$ cat src/verilog/host_bus_pkg.sv
// ##########################################################################
// host bus definitions shared by the register port and its testbench
//   chip select and read/write signal levels
//   register number enum for the four decoded registers
// ##########################################################################

package host_bus_pkg;

    // bus signal levels as seen on the pins
    localparam logic CS_ENABLED = 1'b0;     // select is active low
    localparam logic RNW_READ   = 1'b1;     // high on rd_nwr marks a read

    // register numbers decoded by the register block
    // numbers 4 to F are not decoded and read back id bytes
    typedef enum logic [3:0] {
        REG_RD_ADDR = 4'h0,                 // vram read address
        REG_WR_ADDR = 4'h1,                 // vram write address
        REG_DATA    = 4'h2,                 // vram data port
        REG_INCR    = 4'h3                  // address increment
    } reg_num_e;

endpackage

$ cat src/verilog/vram_pkg.sv
// ##########################################################################
// video RAM definitions
//   word width of registers and VRAM
//   default VRAM address width
//   prefetch state enum of the register block
// ##########################################################################

package vram_pkg;

    localparam int WORD_W          = 16;    // register and vram word width
    localparam int VRAM_ADDR_W_DEF = 10;    // 1K words unless the top overrides

    // read prefetch sequencing
    typedef enum logic {
        FETCH_IDLE = 1'b0,                  // no read in flight
        FETCH_WAIT = 1'b1                   // ram read data arrives this cycle
    } fetch_state_e;

endpackage

$ cat src/verilog/vram_regs.sv
// ##########################################################################
// VRAM access registers
//   read address, write address and increment registers
//   prefetch word for the data port
//   strobe decode and VRAM read/write sequencing
// ##########################################################################

`timescale 1ns/1ps

module vram_regs #(
    parameter int VRAM_ADDR_W = vram_pkg::VRAM_ADDR_W_DEF
) (
    input  logic                        clk,
    input  logic                        reset_i,
    input  logic                        write_strobe_i, // word written to register
    input  logic                        read_strobe_i,  // word read from register
    input  host_bus_pkg::reg_num_e      reg_num_i,      // register being accessed
    input  logic [vram_pkg::WORD_W-1:0] reg_data_i,     // word from the bus
    input  logic [vram_pkg::WORD_W-1:0] ram_rdata_i,    // ram read data, one cycle late
    output logic [vram_pkg::WORD_W-1:0] reg_data_o,     // word read back to the bus
    output logic                        ram_we_o,
    output logic [VRAM_ADDR_W-1:0]      ram_addr_o,
    output logic [vram_pkg::WORD_W-1:0] ram_wdata_o
);

    logic [VRAM_ADDR_W-1:0]      rd_addr_r;        // next address to prefetch from
    logic [VRAM_ADDR_W-1:0]      wr_addr_r;        // next address to write
    logic [VRAM_ADDR_W-1:0]      rd_addr_next;
    logic [VRAM_ADDR_W-1:0]      incr_step;        // increment cut to address width
    logic [vram_pkg::WORD_W-1:0] incr_r;           // full word kept for readback
    logic [vram_pkg::WORD_W-1:0] prefetch_r;       // word returned by the data port
    logic [vram_pkg::WORD_W-1:0] rd_addr_ext;
    logic [vram_pkg::WORD_W-1:0] wr_addr_ext;
    vram_pkg::fetch_state_e      fetch_state_r;

    // strobe decode
    logic wr_rd_addr_hit;
    logic wr_wr_addr_hit;
    logic wr_data_hit;
    logic wr_incr_hit;
    logic rd_data_hit;
    logic fetch_start;

    assign wr_rd_addr_hit = write_strobe_i && (reg_num_i == host_bus_pkg::REG_RD_ADDR);
    assign wr_wr_addr_hit = write_strobe_i && (reg_num_i == host_bus_pkg::REG_WR_ADDR);
    assign wr_data_hit    = write_strobe_i && (reg_num_i == host_bus_pkg::REG_DATA);
    assign wr_incr_hit    = write_strobe_i && (reg_num_i == host_bus_pkg::REG_INCR);
    assign rd_data_hit    = read_strobe_i && (reg_num_i == host_bus_pkg::REG_DATA);
    assign fetch_start    = wr_rd_addr_hit || rd_data_hit;

    assign incr_step = incr_r[VRAM_ADDR_W-1:0];

    // read address as it will be after this cycle
    always_comb begin
        rd_addr_next = rd_addr_r;
        if (wr_rd_addr_hit) begin
            rd_addr_next = reg_data_i[VRAM_ADDR_W-1:0];
        end else if (rd_data_hit) begin
            rd_addr_next = rd_addr_r + incr_step;   // step past the word just read
        end
    end

    // ram port, writes take the address ahead of a fetch
    assign ram_we_o    = wr_data_hit;
    assign ram_wdata_o = reg_data_i;
    assign ram_addr_o  = wr_data_hit ? wr_addr_r : rd_addr_next;

    // zero extended addresses for readback
    always_comb begin
        rd_addr_ext                    = '0;
        rd_addr_ext[VRAM_ADDR_W-1:0]   = rd_addr_r;
        wr_addr_ext                    = '0;
        wr_addr_ext[VRAM_ADDR_W-1:0]   = wr_addr_r;
    end

    always_comb begin
        case (reg_num_i)
            host_bus_pkg::REG_RD_ADDR: reg_data_o = rd_addr_ext;
            host_bus_pkg::REG_WR_ADDR: reg_data_o = wr_addr_ext;
            host_bus_pkg::REG_DATA:    reg_data_o = prefetch_r;
            host_bus_pkg::REG_INCR:    reg_data_o = incr_r;
            default:                   reg_data_o = '0;  // 4 to F handled by bus side
        endcase
    end

    always_ff @(posedge clk) begin
        if (reset_i) begin
            rd_addr_r     <= '0;
            wr_addr_r     <= '0;
            incr_r        <= '0;
            prefetch_r    <= '0;
            fetch_state_r <= vram_pkg::FETCH_IDLE;
        end else begin
            rd_addr_r <= rd_addr_next;
            if (wr_wr_addr_hit) begin
                wr_addr_r <= reg_data_i[VRAM_ADDR_W-1:0];
            end else if (wr_data_hit) begin
                wr_addr_r <= wr_addr_r + incr_step;     // advance after the write
            end
            if (wr_incr_hit) begin
                incr_r <= reg_data_i;
            end
            case (fetch_state_r)
                vram_pkg::FETCH_IDLE: begin
                    if (fetch_start) begin
                        fetch_state_r <= vram_pkg::FETCH_WAIT;  // ram samples address now
                    end
                end
                vram_pkg::FETCH_WAIT: begin
                    prefetch_r    <= ram_rdata_i;                // read word is back
                    fetch_state_r <= fetch_start ? vram_pkg::FETCH_WAIT : vram_pkg::FETCH_IDLE;
                end
                default: fetch_state_r <= vram_pkg::FETCH_IDLE;
            endcase
        end
    end

endmodule
$ cat config.mk
export PLATFORM = sky130hd
export DESIGN_NAME = vram_regs
export DESIGN_NICKNAME = d
export VERILOG_FILES = /design/src/verilog/host_bus_pkg.sv /design/src/verilog/vram_pkg.sv /design/src/verilog/vram_regs.sv
export SDC_FILE = /design/constraint.sdc
export NUM_CORES = 1
export LEC_CHECK = 0
export ABC_CLOCK_PERIOD_IN_PS = 3600
export CORE_MARGIN = 3
export CORE_UTILIZATION = 60
export DETAILED_ROUTE_END_ITERATION = 8
export DONT_BUFFER_PORTS = 1
export PLACE_DENSITY = 0.86
export SLEW_MARGIN = 40
export SYNTH_ARGS = -nofsm -noshare
export SYNTH_HDL_FRONTEND = slang
export SYNTH_SLANG_ARGS = --single-unit
$ cat constraint.sdc
create_clock -name clk -period 3.6 [get_ports clk]
set_clock_uncertainty 0.2 [all_clocks]
set_input_delay 0.54 -clock clk [delete_from_list [all_inputs] [get_ports clk]]
set_output_delay 0.54 -clock clk [all_outputs]
set_load 0.02 [all_outputs]
==> results_tabular.tex <==
\begin{tabular}{lr}
\hline
Metric & Value \\
\hline
\multicolumn{2}{l}{\textbf{Status}} \\
\quad Outcome & finished clean \\
\multicolumn{2}{l}{\textbf{Cells and area}} \\
\quad Antenna diode count & 0 \\
\quad Area of all sequential standard cells & 1060 sq um \\
\quad Share of post-route cells with drive strength above 1 & 10.1\% \\
\quad Number of inserted filler cells in the final layout & 470 \\
\quad Area taken by multi-input logic gates & 2280 sq um \\
\quad Final layout net count & 455 \\
\quad Fin cells & 468 \\
\quad Area added between synthesis and finish & 1.01\% \\
\multicolumn{2}{l}{\textbf{Floorplanning}} \\
\quad Die outline width & 83.3 um \\
\quad Die Area & 6930 sq um \\
\quad Boundary pin count & 83 \\
\quad Die Y-Extent & 83.3 um \\
\quad Number of rows created at floorplan & 27 \\
\quad Core region area & 5640 sq um \\
\quad Initial Utilization & 63.5\% \\
\multicolumn{2}{l}{\textbf{Timing}} \\
\quad Setup repair after global routing missed its margin & false \\
\quad Maximum clock rate & 298 MHz \\
\quad Final count of negative-setup-slack endpoints & 0 \\
\quad Number of hold violations in the final report & 0 \\
\quad Period Utilization, post-route & 93.2\% \\
\quad Final worst-path setup slack & 0.245 ns \\
\quad Total count of max-transition violations in the final report & 0 \\
\quad Actual slew at the worst max-slew pin & 0.810 ns \\
\quad Min cycle time layout & 3.35 ns \\
\quad Slew headroom & 45.8\% \\
\quad Setup TNS & 0 ns \\
\multicolumn{2}{l}{\textbf{Synth}} \\
\quad Complex-gate fraction of the synthesized area & 19.3\% \\
\quad Share of cell area taken by muxes after synthesis & 14.8\% \\
\quad Fraction of post-synthesis cell area in the top cell type by area & 29.6\% \\
\quad Main combinational cell family by area after synthesis & compound AO/OA/AOI/OAI gates \\
\quad Count of flip-flops with a built-in enable after synthesis & 0 \\
\quad Simple-gate share of the synthesized area & 19.0\% \\
\quad Most common flop cell mapped by yosys & sky130\_fd\_sc\_hd\_\_dfxtp\_1 \\
\quad Mapped cell area & 3580 sq um \\
\quad Unique cell type count in the Yosys netlist & 55 \\
\quad Cell count after synthesis & 417 \\
\quad Register area share after synthesis & 29.6\% \\
\quad Synthesis-stage register bit count & 53 \\
\quad Most used standard cell by instance count after synthesis & sky130\_fd\_sc\_hd\_\_dfxtp\_1 \\
\quad Net count after synthesis & 477 \\
\quad Synth Area in Adders & 7.40\% \\
\quad Largest cells by area after synthesis & sky130\_fd\_sc\_hd\_\_dfxtp\_1 (30\%), sky130\_fd\_sc\_hd\_\_mux2i\_1 (7.5\%), sky130\_fd\_sc\_hd\_\_ha\_1 (6.3\%) \\
\quad Share of async-settable or async-resettable flops after synthesis & 0\% \\
\quad Synthesized area divided by synthesized cell count & 8.59 sq um \\
\quad Most frequent cells after synthesis & sky130\_fd\_sc\_hd\_\_dfxtp\_1 (53), sky130\_fd\_sc\_hd\_\_nand2\_1 (51), sky130\_fd\_sc\_hd\_\_nor2\_1 (45) \\
\quad XOR/XNOR share of the synthesized area & 3.18\% \\
\quad Number of warnings issued by yosys & 0 \\
\quad Cell type with the highest aggregate area in the netlist & sky130\_fd\_sc\_hd\_\_dfxtp\_1 \\
\multicolumn{2}{l}{\textbf{Power}} \\
\quad Total power after layout & 1.05 mW \\
\quad Switching component of the power & 0.261 mW \\
\quad Portion of total power attributed to sequential cells & 57.6\% \\
\quad Relative contribution of the clock network to total power & 34.3\% \\
\quad Pwr Density & 291 nW/um\^{}2 \\
\quad Sw Ratio & 24.8\% \\
\quad Cell internal pwr & 0.792 mW \\
\quad Worst IR drop on VDD & 204 uV \\
\quad Leakage dissipation & 1.38 nW \\
\quad Combinational power share & 8.1\% \\
\multicolumn{2}{l}{\textbf{Global route}} \\
\quad GRT Resource Usage Total & 26.2\% \\
\quad GRT overflow & 0 \\
\quad Number of global-route vias before repair & 3042 \\
\quad Antenna violations before repair & 0 \\
\quad First-pass GRT wire length & 14900 um \\
\quad Largest net degree at the start of global routing & 56 \\
\multicolumn{2}{l}{\textbf{Drt}} \\
\quad Mean routed wirelength per cell & 19.7 um \\
\quad Total number of vias & 3132 \\
\quad DR iter-0 viols & 273 \\
\quad DR vias/cell & 6.69 \\
\quad Post-detailed-route DRC marker count & 0 \\
\quad Antenna-violating nets left & 0 \\
\quad Pre-antenna DRT Iters & 5 \\
\quad Final Routed Wirelength & 9220 um \\
\multicolumn{2}{l}{\textbf{Critical path}} \\
\quad Cell breakdown of the critical path & ha\_1 > fa\_1 > a211oi\_1 > o21ai\_0 > a21o\_1 > nand2\_1 > mux2i\_4 > o31ai\_1 > buf\_4 \\
\quad Worst Setup End Kind & output port \\
\quad Max FO, Critical Path & 4 \\
\quad Startpoint type of the worst setup path & flip-flop \\
\quad Data required time at the worst endpoint & 2.86 ns \\
\quad Data arrival time of the critical path & 2.61 ns \\
\quad Start-to-end type of the worst setup path & reg2out \\
\quad CP top delay family & compound AO/OA/AOI/OAI gates \\
\quad CP max stage delay & 0.42 ns \\
\quad Library cell contributing the largest single delay on the critical path & sky130\_fd\_sc\_hd\_\_fa\_1 \\
\quad Count of buffering cells on the critical path with inverters included & 1 \\
\multicolumn{2}{l}{\textbf{Clocking}} \\
\quad \# Post-CTS Setup Buffers & 0 \\
\quad Clock Path Buffers & 2 \\
\quad Clock tree from TritonCTS & built \\
\quad Num CTS Buffers & 5 \\
\quad Clock latency at the later pin of the worst-skew pair & 0.30 ns \\
\quad Cts hold-fix bufs & 0 \\
\quad H-Tree Depth & 2 \\
\quad Post-CTS Resized & 0 \\
\quad Buffer type at the clock tree root & sky130\_fd\_sc\_hd\_\_clkbuf\_8 \\
\quad Number of clock sinks & 53 \\
\quad Clock transition at the registers of the reported paths & 0.10 ns \\
\multicolumn{2}{l}{\textbf{Run}} \\
\quad Max-capacitance violation count & 0 \\
\multicolumn{2}{l}{\textbf{Place}} \\
\quad Post-Place Worst Slack & 0.594 ns \\
\quad GP Congestion & 0.941 \\
\quad Number of cells after detailed placement & 460 \\
\quad Detail Placement HPWL & 6550 um \\
\quad \# port buffers & 0 \\
\multicolumn{2}{l}{\textbf{Hold path}} \\
\quad Class of the most critical hold timing path & in2reg \\
\hline
\end{tabular}
[power groups by stage]
stage / combinational, mW / clock [mW] / sequential (mW)
after floorplan: 0.115 / 0 / 0.614
after global placement: 0.0824 / 0 / 0.619
after detailed placement: 0.0845 / 0 / 0.619
after CTS: 0.0848 / 0.366 / 0.606
after global routing: 0.0927 / 0.389 / 0.607
final: 0.0855 / 0.361 / 0.606
[area by class of cell]
class / count / share of cell area (%)
Timing Repair Buffer: 10 / 2.07
Inverter: 4 / 0.450
Sequential cell: 53 / 29.4
Clock buffer: 6 / 2.28
Tap cell: 72 / 2.49
Multi-Input combinational cell: 321 / 63.0
Clock inverter: 2 / 0.380
[routing by layer]
metal  vias to the layer above  global-route usage (%)  part of all wire [%]
met2                       165                    45.2                    49
met5                         -                       0                     0
li1                       1446                       -                     -
met3                        14                    5.26                   9.6
met1                      1507                    33.3                    40
met4                         0                    7.28                   1.5
[kinds of logic (layout without fill, tap and decap cells)]
kind of cell | Yosys count | in the layout
buffers and inverters | 43 | 22
multiplexers | 39 | 39
AO/OA/AOI/OAI | 110 | 110
XOR/XNOR | 13 | 13
AND/OR/NAND/NOR | 139 | 139
adder cells (fa/ha/maj) | 20 | 20
flip-flops | 53 | 53
[metrics by stage]
stage	instance area (sq um)	utilization (%)	hold WS (ns)
finish	3620	64.1	0.0870
floorplan	3580	-	0.236
CTS	3620	64.1	0.0796
global placement	3520	62.4	0.235
detailed placement	3520	62.4	0.242
global route	3620	64.1	0.0733
[path summary, 6_finish.rpt]
check / from / cells past startpoint / endpoint / slack (ns)
max: incr_r[0] / 9 / ram_addr_o[8] / 0.25
min reg2reg: incr_r[13] / 2 / incr_r[13] / 0.26
max reg2reg: wr_addr_r[0] / 8 / wr_addr_r[8] / 0.98
min: reset_i / 1 / incr_r[15] / 0.09
[cell usage in the layout, fill, tap and decap left out, types with 3 or more instances in the layout]
| cell | instances |
|---|---|
| sky130_fd_sc_hd__xor2_1 | 5 |
| sky130_fd_sc_hd__nand3_1 | 3 |
| sky130_fd_sc_hd__clkbuf_8 | 6 |
| sky130_fd_sc_hd__and2_1 | 10 |
| sky130_fd_sc_hd__buf_4 | 10 |
| sky130_fd_sc_hd__inv_1 | 3 |
| sky130_fd_sc_hd__mux4_2 | 10 |
| sky130_fd_sc_hd__nand2b_1 | 4 |
| sky130_fd_sc_hd__dfxtp_1 | 52 |
| sky130_fd_sc_hd__nand2_1 | 51 |
| sky130_fd_sc_hd__o21ai_1 | 6 |
| sky130_fd_sc_hd__a21o_1 | 6 |
| sky130_fd_sc_hd__o21bai_1 | 3 |
| sky130_fd_sc_hd__ha_1 | 18 |
| sky130_fd_sc_hd__nor3_1 | 8 |
| sky130_fd_sc_hd__o22ai_1 | 3 |
| sky130_fd_sc_hd__o31ai_1 | 3 |
| sky130_fd_sc_hd__a21oi_1 | 44 |
| sky130_fd_sc_hd__a211oi_1 | 6 |
| sky130_fd_sc_hd__o21a_1 | 4 |
| sky130_fd_sc_hd__mux2i_1 | 27 |
| sky130_fd_sc_hd__o21ai_0 | 10 |
| sky130_fd_sc_hd__xnor2_1 | 8 |
| sky130_fd_sc_hd__o211ai_1 | 4 |
| sky130_fd_sc_hd__a31oi_1 | 3 |
| sky130_fd_sc_hd__nor2_1 | 45 |
| sky130_fd_sc_hd__a22oi_1 | 7 |
[sequential cells by signal (all words and copies together), names as in the netlist]
register,flops
incr_r,16
prefetch_r,16
rd_addr_r,10
wr_addr_r,10
fetch_state_r,1
[worst register-to-register path, cell delays in order, from the launching register on]
cell                       delay, ns
sky130_fd_sc_hd__dfxtp_1        0.36
sky130_fd_sc_hd__ha_1           0.25
sky130_fd_sc_hd__fa_1           0.44
sky130_fd_sc_hd__a211oi_1       0.23
sky130_fd_sc_hd__o21bai_1       0.12
sky130_fd_sc_hd__a21oi_1        0.23
sky130_fd_sc_hd__nor2_1         0.08
sky130_fd_sc_hd__or4_1          0.47
sky130_fd_sc_hd__a31oi_1        0.18
Power figures use the tool's default switching activity.
