$ cat src/verilog/host_bus_pkg.sv
// ##########################################################################
// host bus definitions shared by the register port and its testbench
//   chip select and read/write signal levels
//   register number enum for the four decoded registers
// ##########################################################################

package host_bus_pkg;

    // bus signal levels as seen on the pins
    localparam logic CS_ENABLED = 1'b0;     // select is active low
    localparam logic RNW_READ   = 1'b1;     // high on rd_nwr marks a read

    // register numbers decoded by the register block
    // numbers 4 to F are not decoded and read back id bytes
    typedef enum logic [3:0] {
        REG_RD_ADDR = 4'h0,                 // vram read address
        REG_WR_ADDR = 4'h1,                 // vram write address
        REG_DATA    = 4'h2,                 // vram data port
        REG_INCR    = 4'h3                  // address increment
    } reg_num_e;

endpackage

$ cat src/verilog/vram_pkg.sv
// ##########################################################################
// video RAM definitions
//   word width of registers and VRAM
//   default VRAM address width
//   prefetch state enum of the register block
// ##########################################################################

package vram_pkg;

    localparam int WORD_W          = 16;    // register and vram word width
    localparam int VRAM_ADDR_W_DEF = 10;    // 1K words unless the top overrides

    // read prefetch sequencing
    typedef enum logic {
        FETCH_IDLE = 1'b0,                  // no read in flight
        FETCH_WAIT = 1'b1                   // ram read data arrives this cycle
    } fetch_state_e;

endpackage

$ cat src/verilog/bus_interface.sv
// ##########################################################################
// host bus interface
//   two stage synchronizers on the async 8-bit host bus
//   select edge detect and even/odd byte pairing into 16-bit words
//   single cycle register read and write strobes
//   read byte selection with id bytes for registers 4 to F
// ##########################################################################

`timescale 1ns/1ps

module bus_interface (
    input  logic                        clk,
    input  logic                        reset_i,
    input  logic                        bus_cs_n_i,     // chip select from host
    input  logic                        bus_rd_nwr_i,   // read when high
    input  logic [3:0]                  bus_reg_num_i,  // register number from host
    input  logic                        bus_bytesel_i,  // low selects even (high) byte
    input  logic [7:0]                  bus_data_i,     // host write data
    input  logic [vram_pkg::WORD_W-1:0] reg_data_i,     // word read from register block
    output logic [7:0]                  bus_data_o,     // host read data
    output logic                        write_strobe_o, // completed word write
    output logic                        read_strobe_o,  // odd byte read
    output host_bus_pkg::reg_num_e      reg_num_o,      // register being accessed
    output logic [vram_pkg::WORD_W-1:0] reg_data_o      // word to write to register
);

    // synchronizers shift right, new sample enters at the top bit
    logic [2:0]      sel_r;             // [2] first stage, [1] second stage, [0] edge stage
    logic [1:0]      read_r;
    logic [1:0]      bytesel_r;
    logic [1:0][3:0] reg_num_r;
    logic [1:0][7:0] data_r;

    // synchronized views of the bus
    logic            sel_rise;          // select just went active
    logic            write;
    logic            bytesel;
    logic [3:0]      reg_num;
    logic [7:0]      data;

    // buffered even byte waiting for its odd partner
    logic [3:0]      even_reg_r;        // register number the even byte was written to
    logic [7:0]      even_data_r;

    assign sel_rise = (sel_r[1:0] == 2'b10);        // active now, idle one cycle before
    assign write    = ~read_r[0];
    assign bytesel  = bytesel_r[0];
    assign reg_num  = reg_num_r[0];
    assign data     = data_r[0];

    assign reg_num_o = host_bus_pkg::reg_num_e'(reg_num);   // held while host holds address

    // read byte mux follows the synchronized address directly
    always_comb begin
        case (reg_num[3:2])
            2'b00:   bus_data_o = bytesel ? reg_data_i[7:0] : reg_data_i[15:8];  // real regs
            2'b01:   bus_data_o = bytesel ? 8'hB1 : 8'hA1;  // id bytes for 4 to 7
            2'b10:   bus_data_o = bytesel ? 8'hB2 : 8'hA2;  // id bytes for 8 to B
            default: bus_data_o = bytesel ? 8'hB3 : 8'hA3;  // id bytes for C to F
        endcase
    end

    // odd byte is paired with the even byte only if both hit the same register
    always_comb begin
        if (even_reg_r == reg_num) begin
            reg_data_o = {even_data_r, data};
        end else begin
            reg_data_o = {8'h00, data};     // lone odd byte, high byte cleared
        end
    end

    // data path synchronizers
    always_ff @(posedge clk) begin
        read_r    <= {(bus_rd_nwr_i == host_bus_pkg::RNW_READ), read_r[1]};
        bytesel_r <= {bus_bytesel_i, bytesel_r[1]};
        reg_num_r <= {bus_reg_num_i, reg_num_r[1]};
        data_r    <= {bus_data_i, data_r[1]};
        if (sel_rise && write && !bytesel) begin
            even_data_r <= data;            // hold even byte until odd byte arrives
        end
    end

    // select tracking, strobes and even byte tag
    always_ff @(posedge clk) begin
        if (reset_i) begin
            sel_r          <= 3'b000;
            write_strobe_o <= 1'b0;
            read_strobe_o  <= 1'b0;
            even_reg_r     <= 4'h0;
        end else begin
            sel_r          <= {(bus_cs_n_i == host_bus_pkg::CS_ENABLED), sel_r[2:1]};
            write_strobe_o <= 1'b0;         // strobes last one cycle
            read_strobe_o  <= 1'b0;
            if (sel_rise) begin
                if (write) begin
                    if (bytesel) begin
                        write_strobe_o <= 1'b1;     // word complete on odd byte
                    end else begin
                        even_reg_r <= reg_num;      // tag the buffered even byte
                    end
                end else if (bytesel) begin
                    read_strobe_o <= 1'b1;  // one strobe per word read
                end
            end
        end
    end

endmodule

$ cat config.mk
export PLATFORM = sky130hd
export DESIGN_NAME = bus_interface
export DESIGN_NICKNAME = d
export VERILOG_FILES = /design/src/verilog/host_bus_pkg.sv /design/src/verilog/vram_pkg.sv /design/src/verilog/bus_interface.sv
export SDC_FILE = /design/constraint.sdc
export NUM_CORES = 1
export LEC_CHECK = 0
export ABC_AREA = 1
export BUFFER_PORTS_ARGS = -buffer_cell sky130_fd_sc_hd__buf_2
export CAP_MARGIN = 20
export CELL_PAD_IN_SITES_DETAIL_PLACEMENT = 1
export CELL_PAD_IN_SITES_GLOBAL_PLACEMENT = 1
export CORE_MARGIN = 2
export CORE_UTILIZATION = 37
export DETAILED_ROUTE_END_ITERATION = 16
export PLACE_DENSITY = 0.91
export SETUP_SLACK_MARGIN = 0.4
export SKIP_CTS_REPAIR_TIMING = 1
export SLEW_MARGIN = 25
export SYNTH_ARGS = -nofsm -noshare
export SYNTH_HDL_FRONTEND = slang
export SYNTH_SLANG_ARGS = --single-unit
$ cat constraint.sdc
create_clock -name clk -period 3.6 [get_ports clk]
set_clock_uncertainty 0.2 [all_clocks]
set_input_delay 0.36 -clock clk [delete_from_list [all_inputs] [get_ports clk]]
set_output_delay 0.36 -clock clk [all_outputs]
set_load 0.05 [all_outputs]
==> results.md, run 1 <==
* Status: finished, final reports clean
* Required @ worst endpoint at 3.04 ns
* Min-delay src: bus_cs_n_i
* Crit-path cells: inv_1 -> ha_1 -> or2_2 -> o21ai_0 -> nand2_1 -> buf_2
* Pwr Density at roughly 510 nW/µm²
* Num CTS Buffers at 5
* Mapped cell area at 1560 µm²
* Clock slew at reported path FFs at about 0.08 ns
* Crit path kind: reg -> out
* EDFF count, synth at 8
* Setup crit end kind: output port
* RSZ-0062 raised after global routing: false
* DRT iter0 DRCs at 28
* Die width at about 69 µm
* Startpoint class of the critical path: register
* Initial Util at approximately two fifths
* Grt ovf at 0
* R2r endpoint: even_data_r[7]
* Clock network power share at 36.2%
* Syn avg cell area at 9.691 µm²
* PortBufs at a little over 60
* HP Class: in -> reg
* Layout area overhead at 34.32%
* Slew Limit Headroom at between 60 and 70%
* Worst-Margin Slew at roughly 0.46 ns
* Critical path fanouts, max at 5
* Fmax at roughly 430 MHz
* GRT Total Usage at between 10% and 20%
* Final-stage net count at 269
* Post-synth top cells: dfxtp_1 (37), nor2_1 (31), inv_1 (20)
* Most frequent cell after synthesis: dfxtp_1
* CTS sink count at between 40 and 50
* Die Y at between 60 and 70 µm
* Vias after detailed routing at around 1300
* Finish-stage setup viols at 0
* Mapped Nets at a little under 200
* TritonRoute pass-1 iters at 4
* Yosys cell types at 20
* Yosys Warn Count at 0
* Final worst-path cycle share at ~64%
* Synth top area cells: dfxtp_1 (47%), edfxtp_1 (15%), nor2_1 (7.5%), buf_4 (5.8%), inv_1 (4.8%)
* # Max-Cap Violations at 0
* Register bit total from synthesis at 45
* Vias per inst at about 4.4
* Asr flop ratio synth at 0%
* CTS tree: done
* Sequential share of the synthesized area at 62.87%
* Reg2reg path depth at 2
* Internal power at 788.5 µW
* Layout cells sized above 1 at between 30% and 40%
* Clock Tree Buf Depth at 2
* Sw Ratio at a little over a quarter
* H-Tree Depth at 2
* Vias in the first global route at between 1000 and 1500
* WHS Path Cells at 2
* Final wirelength at around 4000 µm
* Combinational share of power at 13.2%
* WP data arrival at 1.76 ns
* Dpl cells at 261
* Family with the most delay on the worst path: flip-flops
* Delay of the slowest critical-path stage at between 0.4 and 0.5 ns
* Cell count after synthesis at 161
* Rows at 23
* Worst vdd rail ir drop at between 0.3 and 0.4 mV
* Largest net degree at the start of global routing at 17
* GPL Wtd Cong at a little under 0.7
* NetSw at between 200 and 300 µW
* Slew Limit Fails at 0
* Min Clock Period, post-route at around 2.3 ns
* Slowest cell on the critical path: dfxtp_1
* DRC Markers at 0
* R2r startpoint: bytesel_r[0]
* First-pass GRT wire length at 5513 µm
* Top cell type by total area after synthesis: dfxtp_1
* Final hold vios at 0
* HPWL after DPL at 2828 µm
* N_diodes at 0
* Antenna Nets Post-Route at 0
* Hold path endpoint: sel_r[2]
* Seq pwr share at 50.7%
* Clock root cell: clkbuf_8
* Reg2Reg Setup Slack at around 2.1 ns
* Non-filler cells, final at about 280
* Top-area cell type share of the netlist area at a little under half
* CP bufs+invs at 2
* Initial antenna violation count at 0
* Core Footprint at between 4000 and 5000 µm²
* Clock Latency Late Sink at slightly above 0.3 ns
* Average wire per standard cell at approximately 14 µm
* Setup TNS at 0 ns
* Synth Flop Type: dfxtp_1
* IO Pins at 63
* Leak pwr at just over 0.001 µW
* Die Area at roughly 4800 µm²
flip-flops by register name, indices dropped and copies added, names as in the netlist:
register,flops
data,8
bytesel_r,2
even_data_r,8
data_r,8
write_strobe_o,1
read_r,2
sel_r,3
even_reg_r,4
reg_num_r,4
read_strobe_o,1
reg_num_o,4
placed cells by master, fill, tap and decap left out, drive strengths merged:
master       count
dfxtp           37
or2              1
a21oi            4
nor2            33
nand3            4
bufinv           1
ha               4
o21bai           1
nor3             3
nand2           20
o21ai           10
edfxtp           8
inv             23
nor4             1
nor3b            1
buf             63
clkbuf           5
dlygate4sd3     14
logic make-up (layout without fill, tap and decap cells):
kind of cell               Yosys count  after routing  share of synthesized area [%]
and+or+nand+nor                     63             63                          17.40
DFF                                 45             45                          62.87
buffers and inverters               34            106                          11.55
AOI/OAI and AO/OA                   15             15                          4.972
adders and majority gates            4              4                          3.208
stage by stage:
| step | hold WS [ns] | utilization (%) | power, µW | setup WS (ns) | instance area [µm²] |
|---|---|---|---|---|---|
| 2_1_floorplan | 0.1096 | - | 649.5 | 1.221 | 1560 |
| 3_3_place_gp | 0.1097 | 45.65 | 676.6 | 1.673 | 1839 |
| 3_5_place_dp | 0.1135 | 45.65 | 683.7 | 1.609 | 1839 |
| 4_1_cts | -0.05806 | 48.54 | 1071 | 1.273 | 1956 |
| 5_1_grt | 0.04127 | 52.02 | 1111 | 1.171 | 2096 |
| 6_report | 0.02546 | 52.02 | 1073 | 1.284 | 2096 |
cell type report:
class / count / area, µm²
sequential: 45 / 980.9
clock inverter: 3 / 47.55
multi-input combinational: 82 / 399.1
fill: 487 / 1933
inverter: 21 / 78.83
timing repair buffer: 77 / 457.9
clock buffer: 5 / 68.82
tap: 50 / 62.56
worst register-to-register path: cells and delay by family (launching register included):
kind / cells / cell delay, ns
flip-flops: 1 / 0.46
AND/OR/NAND/NOR: 1 / 0.32
buffers and inverters: 1 / 0.22
how the worst max path moves through the flow:
stage / endpoint / cells after the start / from
after floorplan: bus_data_o[2] / 4 / reg_num_o[2]
after global placement: bus_data_o[4] / 6 / reg_num_o[2]
after detailed placement: bus_data_o[4] / 6 / reg_num_o[2]
after CTS: bus_data_o[4] / 6 / reg_num_o[2]
after global routing: bus_data_o[1] / 5 / reg_num_o[3]
final: bus_data_o[4] / 6 / reg_num_o[2]
power groups by stage:
stage | combinational, µW | sequential (µW) | clock (µW)
2_1_floorplan | 98.0 | 552 | 0
3_3_place_gp | 124 | 553 | 0
3_5_place_dp | 128 | 556 | 0
4_1_cts | 129 | 544 | 398
5_1_grt | 151 | 546 | 413
6_report | 141 | 544 | 388
per-layer routing:
metal  vias up  wire [µm]  GRT usage [%]
met5         -          0              0
met4         0         70          7.843
met3         7        168          5.195
met2        34       2448          34.62
met1       588       1362          14.31
li1        625          -              -
(Power assumes the default switching activity.)
==> inputs of run 2 (changes only) <==
--- a/config.mk
+++ b/config.mk
@@ -11,9 +11,9 @@
 export CELL_PAD_IN_SITES_DETAIL_PLACEMENT = 1
 export CELL_PAD_IN_SITES_GLOBAL_PLACEMENT = 1
 export CORE_MARGIN = 2
-export CORE_UTILIZATION = 37
+export CORE_UTILIZATION = 34
 export DETAILED_ROUTE_END_ITERATION = 16
-export PLACE_DENSITY = 0.91
+export PLACE_DENSITY = 0.85
 export SETUP_SLACK_MARGIN = 0.4
 export SKIP_CTS_REPAIR_TIMING = 1
 export SLEW_MARGIN = 25
==> constraint.sdc (replaced) <==
create_clock -name clk -period 2.3 [get_ports clk]
set_clock_uncertainty 0.2 [all_clocks]
set_input_delay 0.23 -clock clk [delete_from_list [all_inputs] [get_ports clk]]
set_output_delay 0.23 -clock clk [all_outputs]
set_load 0.05 [all_outputs]
==> run 2 against run 1 <==
- via count grew 1.8%
- register-to-register slack worse by 1.2 ns
- setup slack got worse by 1.0 ns
- clock power increased by 23%
- combinational power grew 87%
- worst hold slack better by 0.11 ns
- first-iteration DRC count rose by 11%
- clock-buffer cell count is 1 higher
- total power increased by 48%
- die area increased by 8.3%
- critical path depth stayed put
- global-route usage decreased by 2.9 points
- critical path type unchanged
- critical endpoint unchanged
- largest power group unchanged
==> results.md, run 2 (same netlist as run 1, synthesis figures left out) <==
* Required @ worst endpoint at 1.87 ns (was 3.04 ns)
* Commonest non-fill, non-tap cell in the layout: buf_2 (unchanged)
* Crit path kind: reg -> out (unchanged)
* IO Pins at 63 (unchanged)
* Delay of the slowest critical-path stage at 0.39 ns (was 0.41 ns)
* Min Clock Period, post-route at about 2 ns
* Finish-stage setup viols at 0 (unchanged)
* N_diodes at 0 (unchanged)
* Status: finished, final reports clean (unchanged)
* Startpoint class of the critical path: register (unchanged)
* Final worst-path cycle share at between 80% and 90%
* Layout cells sized above 1 at 42.44% (was 32.62%)
* Slew Limit Fails at 0 (unchanged)
* R2r startpoint: bytesel_r[0] (unchanged)
* Die width at 71.74 µm (was 68.94 µm)
* CP Launch Point: reg_num_o[2] (unchanged)
* Vias per inst at 4.403 (was 4.431)
* GRT Total Usage at 13.94% (was 16.88%)
* Average wire per standard cell at 13.68 µm (was 14.31 µm)
* Largest net degree at the start of global routing at 16 (was 17)
* Num CTS Buffers at 5 (unchanged)
* Initial antenna violation count at 0 (unchanged)
* H-Tree Depth at 2 (unchanged)
* Final-stage net count at 274 (was 269)
* Post-route design area at 2340 µm² (was 2096 µm²)
* Min-delay src: bytesel_r[1] (was bus_cs_n_i)
* Antenna Nets Post-Route at 0 (unchanged)
* Pwr Density at 681.0 nW/µm² (was 512.2 nW/µm²)
* Final hold vios at 0 (unchanged)
* GPL Wtd Cong at 0.6528 (was 0.6896)
* Clock Tree Buf Depth at 2 (unchanged)
* CP bufs+invs at 2 (unchanged)
* Slew Limit Headroom at 81.51% (was 69.35%)
* PortBufs at 62 (unchanged)
* Die Area at 5147 µm² (was 4752 µm²)
* First-pass GRT wire length at 5395 µm (was 5513 µm)
* DRT iter0 DRCs at 31 (was 28)
* Worst slack at placement at 0.4637 ns (was 1.609 ns)
* Crit-path cells: clkinvlp_4 -> ha_4 -> or2_4 -> o21ai_2 -> nand2_1 -> buf_6 (was inv_1 -> ha_1 -> or2_2 -> o21ai_0 -> nand2_1 -> buf_2)
* Slowest cell on the critical path: dfxtp_4 (was dfxtp_1)
* Leak pwr at 0.001070 µW (was 0.001031 µW)
* Die Y at 71.74 µm (was 68.94 µm)
* Power Total at 1593 µW (was 1073 µW)
* WHS at 0.1308 ns (was 0.02546 ns)
* Setup WS post-layout at 0.2780 ns (was 1.284 ns)
* Fmax at about 490 MHz
* Grt ovf at 0 (unchanged)
* Area after DPL at 1852 µm² (was 1839 µm²)
* Vias in the first global route at 1234 (was 1209)
* Critical path fanouts, max at 5 (unchanged)
* Initial Util at 35.59% (was 38.73%)
* TritonRoute pass-1 iters at 4 (unchanged)
* DRC Markers at 0 (unchanged)
* # Max-Cap Violations at 0 (unchanged)
* Most frequent cells in the layout: buf_2 (46), dfxtp_1 (34), nor2_1 (21), inv_1 (18), nand2_1 (18) (was buf_2 (62), dfxtp_1 (37), nor2_1 (31), inv_1 (20), nand2_1 (19))
* Layout filler cell count at 492 (was 487)
* Worst-Margin Slew at 0.2745 ns (was 0.4592 ns)
* CTS tree: done (unchanged)
* Layout area overhead at 49.96% (was 34.32%)
* Clock Latency Late Sink at 0.30 ns (was 0.31 ns)
* Core Footprint at 4384 µm² (was 4029 µm²)
* Worst vdd rail ir drop at 0.5736 mV (was 0.3040 mV)
* Clock root cell: clkbuf_8 (unchanged)
* CTS sink count at 45 (unchanged)
* Setup TNS at 0 ns (unchanged)
* HP Class: reg -> reg (was in -> reg)
* Vias after detailed routing at 1277 (was 1254)
* Clock slew at reported path FFs at 0.08 ns (about the same)
* Final wirelength at 3967 µm (was 4051 µm)
* Family with the most delay on the worst path: flip-flops (unchanged)
* Setup crit end kind: output port (unchanged)
* WP data arrival at 1.59 ns (was 1.76 ns)
* RSZ-0062 raised after global routing: true (was false)
* Rows at 24 (was 23)
* HPWL after DPL at 2624 µm (was 2828 µm)
-- run 2: cell count changes in the layout (fill, tap and decap cells not counted), sizes merged --
cell / before / now
dlygate4sd3: 14 / 17
inv: 23 / 20
buf: 63 / 65
clkinvlp: 0 / 2
bufinv: 1 / 0
clkbuf: 5 / 6
clkinv: 0 / 1
-- run 2: area by class of cell --
class | count | area, µm² | share of cell area, %
Sequential cell | 45 | 989.7 | 42.30
Timing Repair Buffer | 82 | 606.8 | 25.94
Multi-Input combinational cell | 82 | 506.7 | 21.66
Inverter | 21 | 82.58 | 3.529
Clock buffer | 6 | 72.57 | 3.102
Tap cell | 52 | 65.06 | 2.781
Clock inverter | 2 | 16.27 | 0.6952
-- run 2: routing by layer --
| layer | up-vias | global-route usage [%] | share of wire [%] |
|---|---|---|---|
| met1 | 601 | 13.85 | 36 |
| met4 | 0 | 4.403 | 0.86 |
| li1 | 638 | - | - |
| met2 | 33 | 26.03 | 59 |
| met5 | - | 0 | 0 |
| met3 | 5 | 5.907 | 4.7 |
-- run 2: final timing paths --
kind	endpoint	slack (ns)	depth (start not counted)
setup reg to reg	even_data_r[0]	0.91	2
hold / removal	bytesel_r[0]	0.13	0
hold reg to reg	bytesel_r[0]	0.13	0
setup / recovery	bus_data_o[4]	0.28	6
-- run 2: power breakdown --
group | switching [µW] | leakage, µW | total [µW] | internal (µW)
Combinational | 162 | 0.000647 | 263 | 101
Sequential | 20.5 | 0.000382 | 852 | 832
Clock | 262 | 0.0000414 | 478 | 216
-- run 2: through the flow --
stage | util (%) | cells
finish | 53.37 | 290
global route | 53.37 | 290
CTS | 44.26 | 271
detailed placement | 42.24 | 263
global placement | 42.24 | 263
floorplan | - | 161
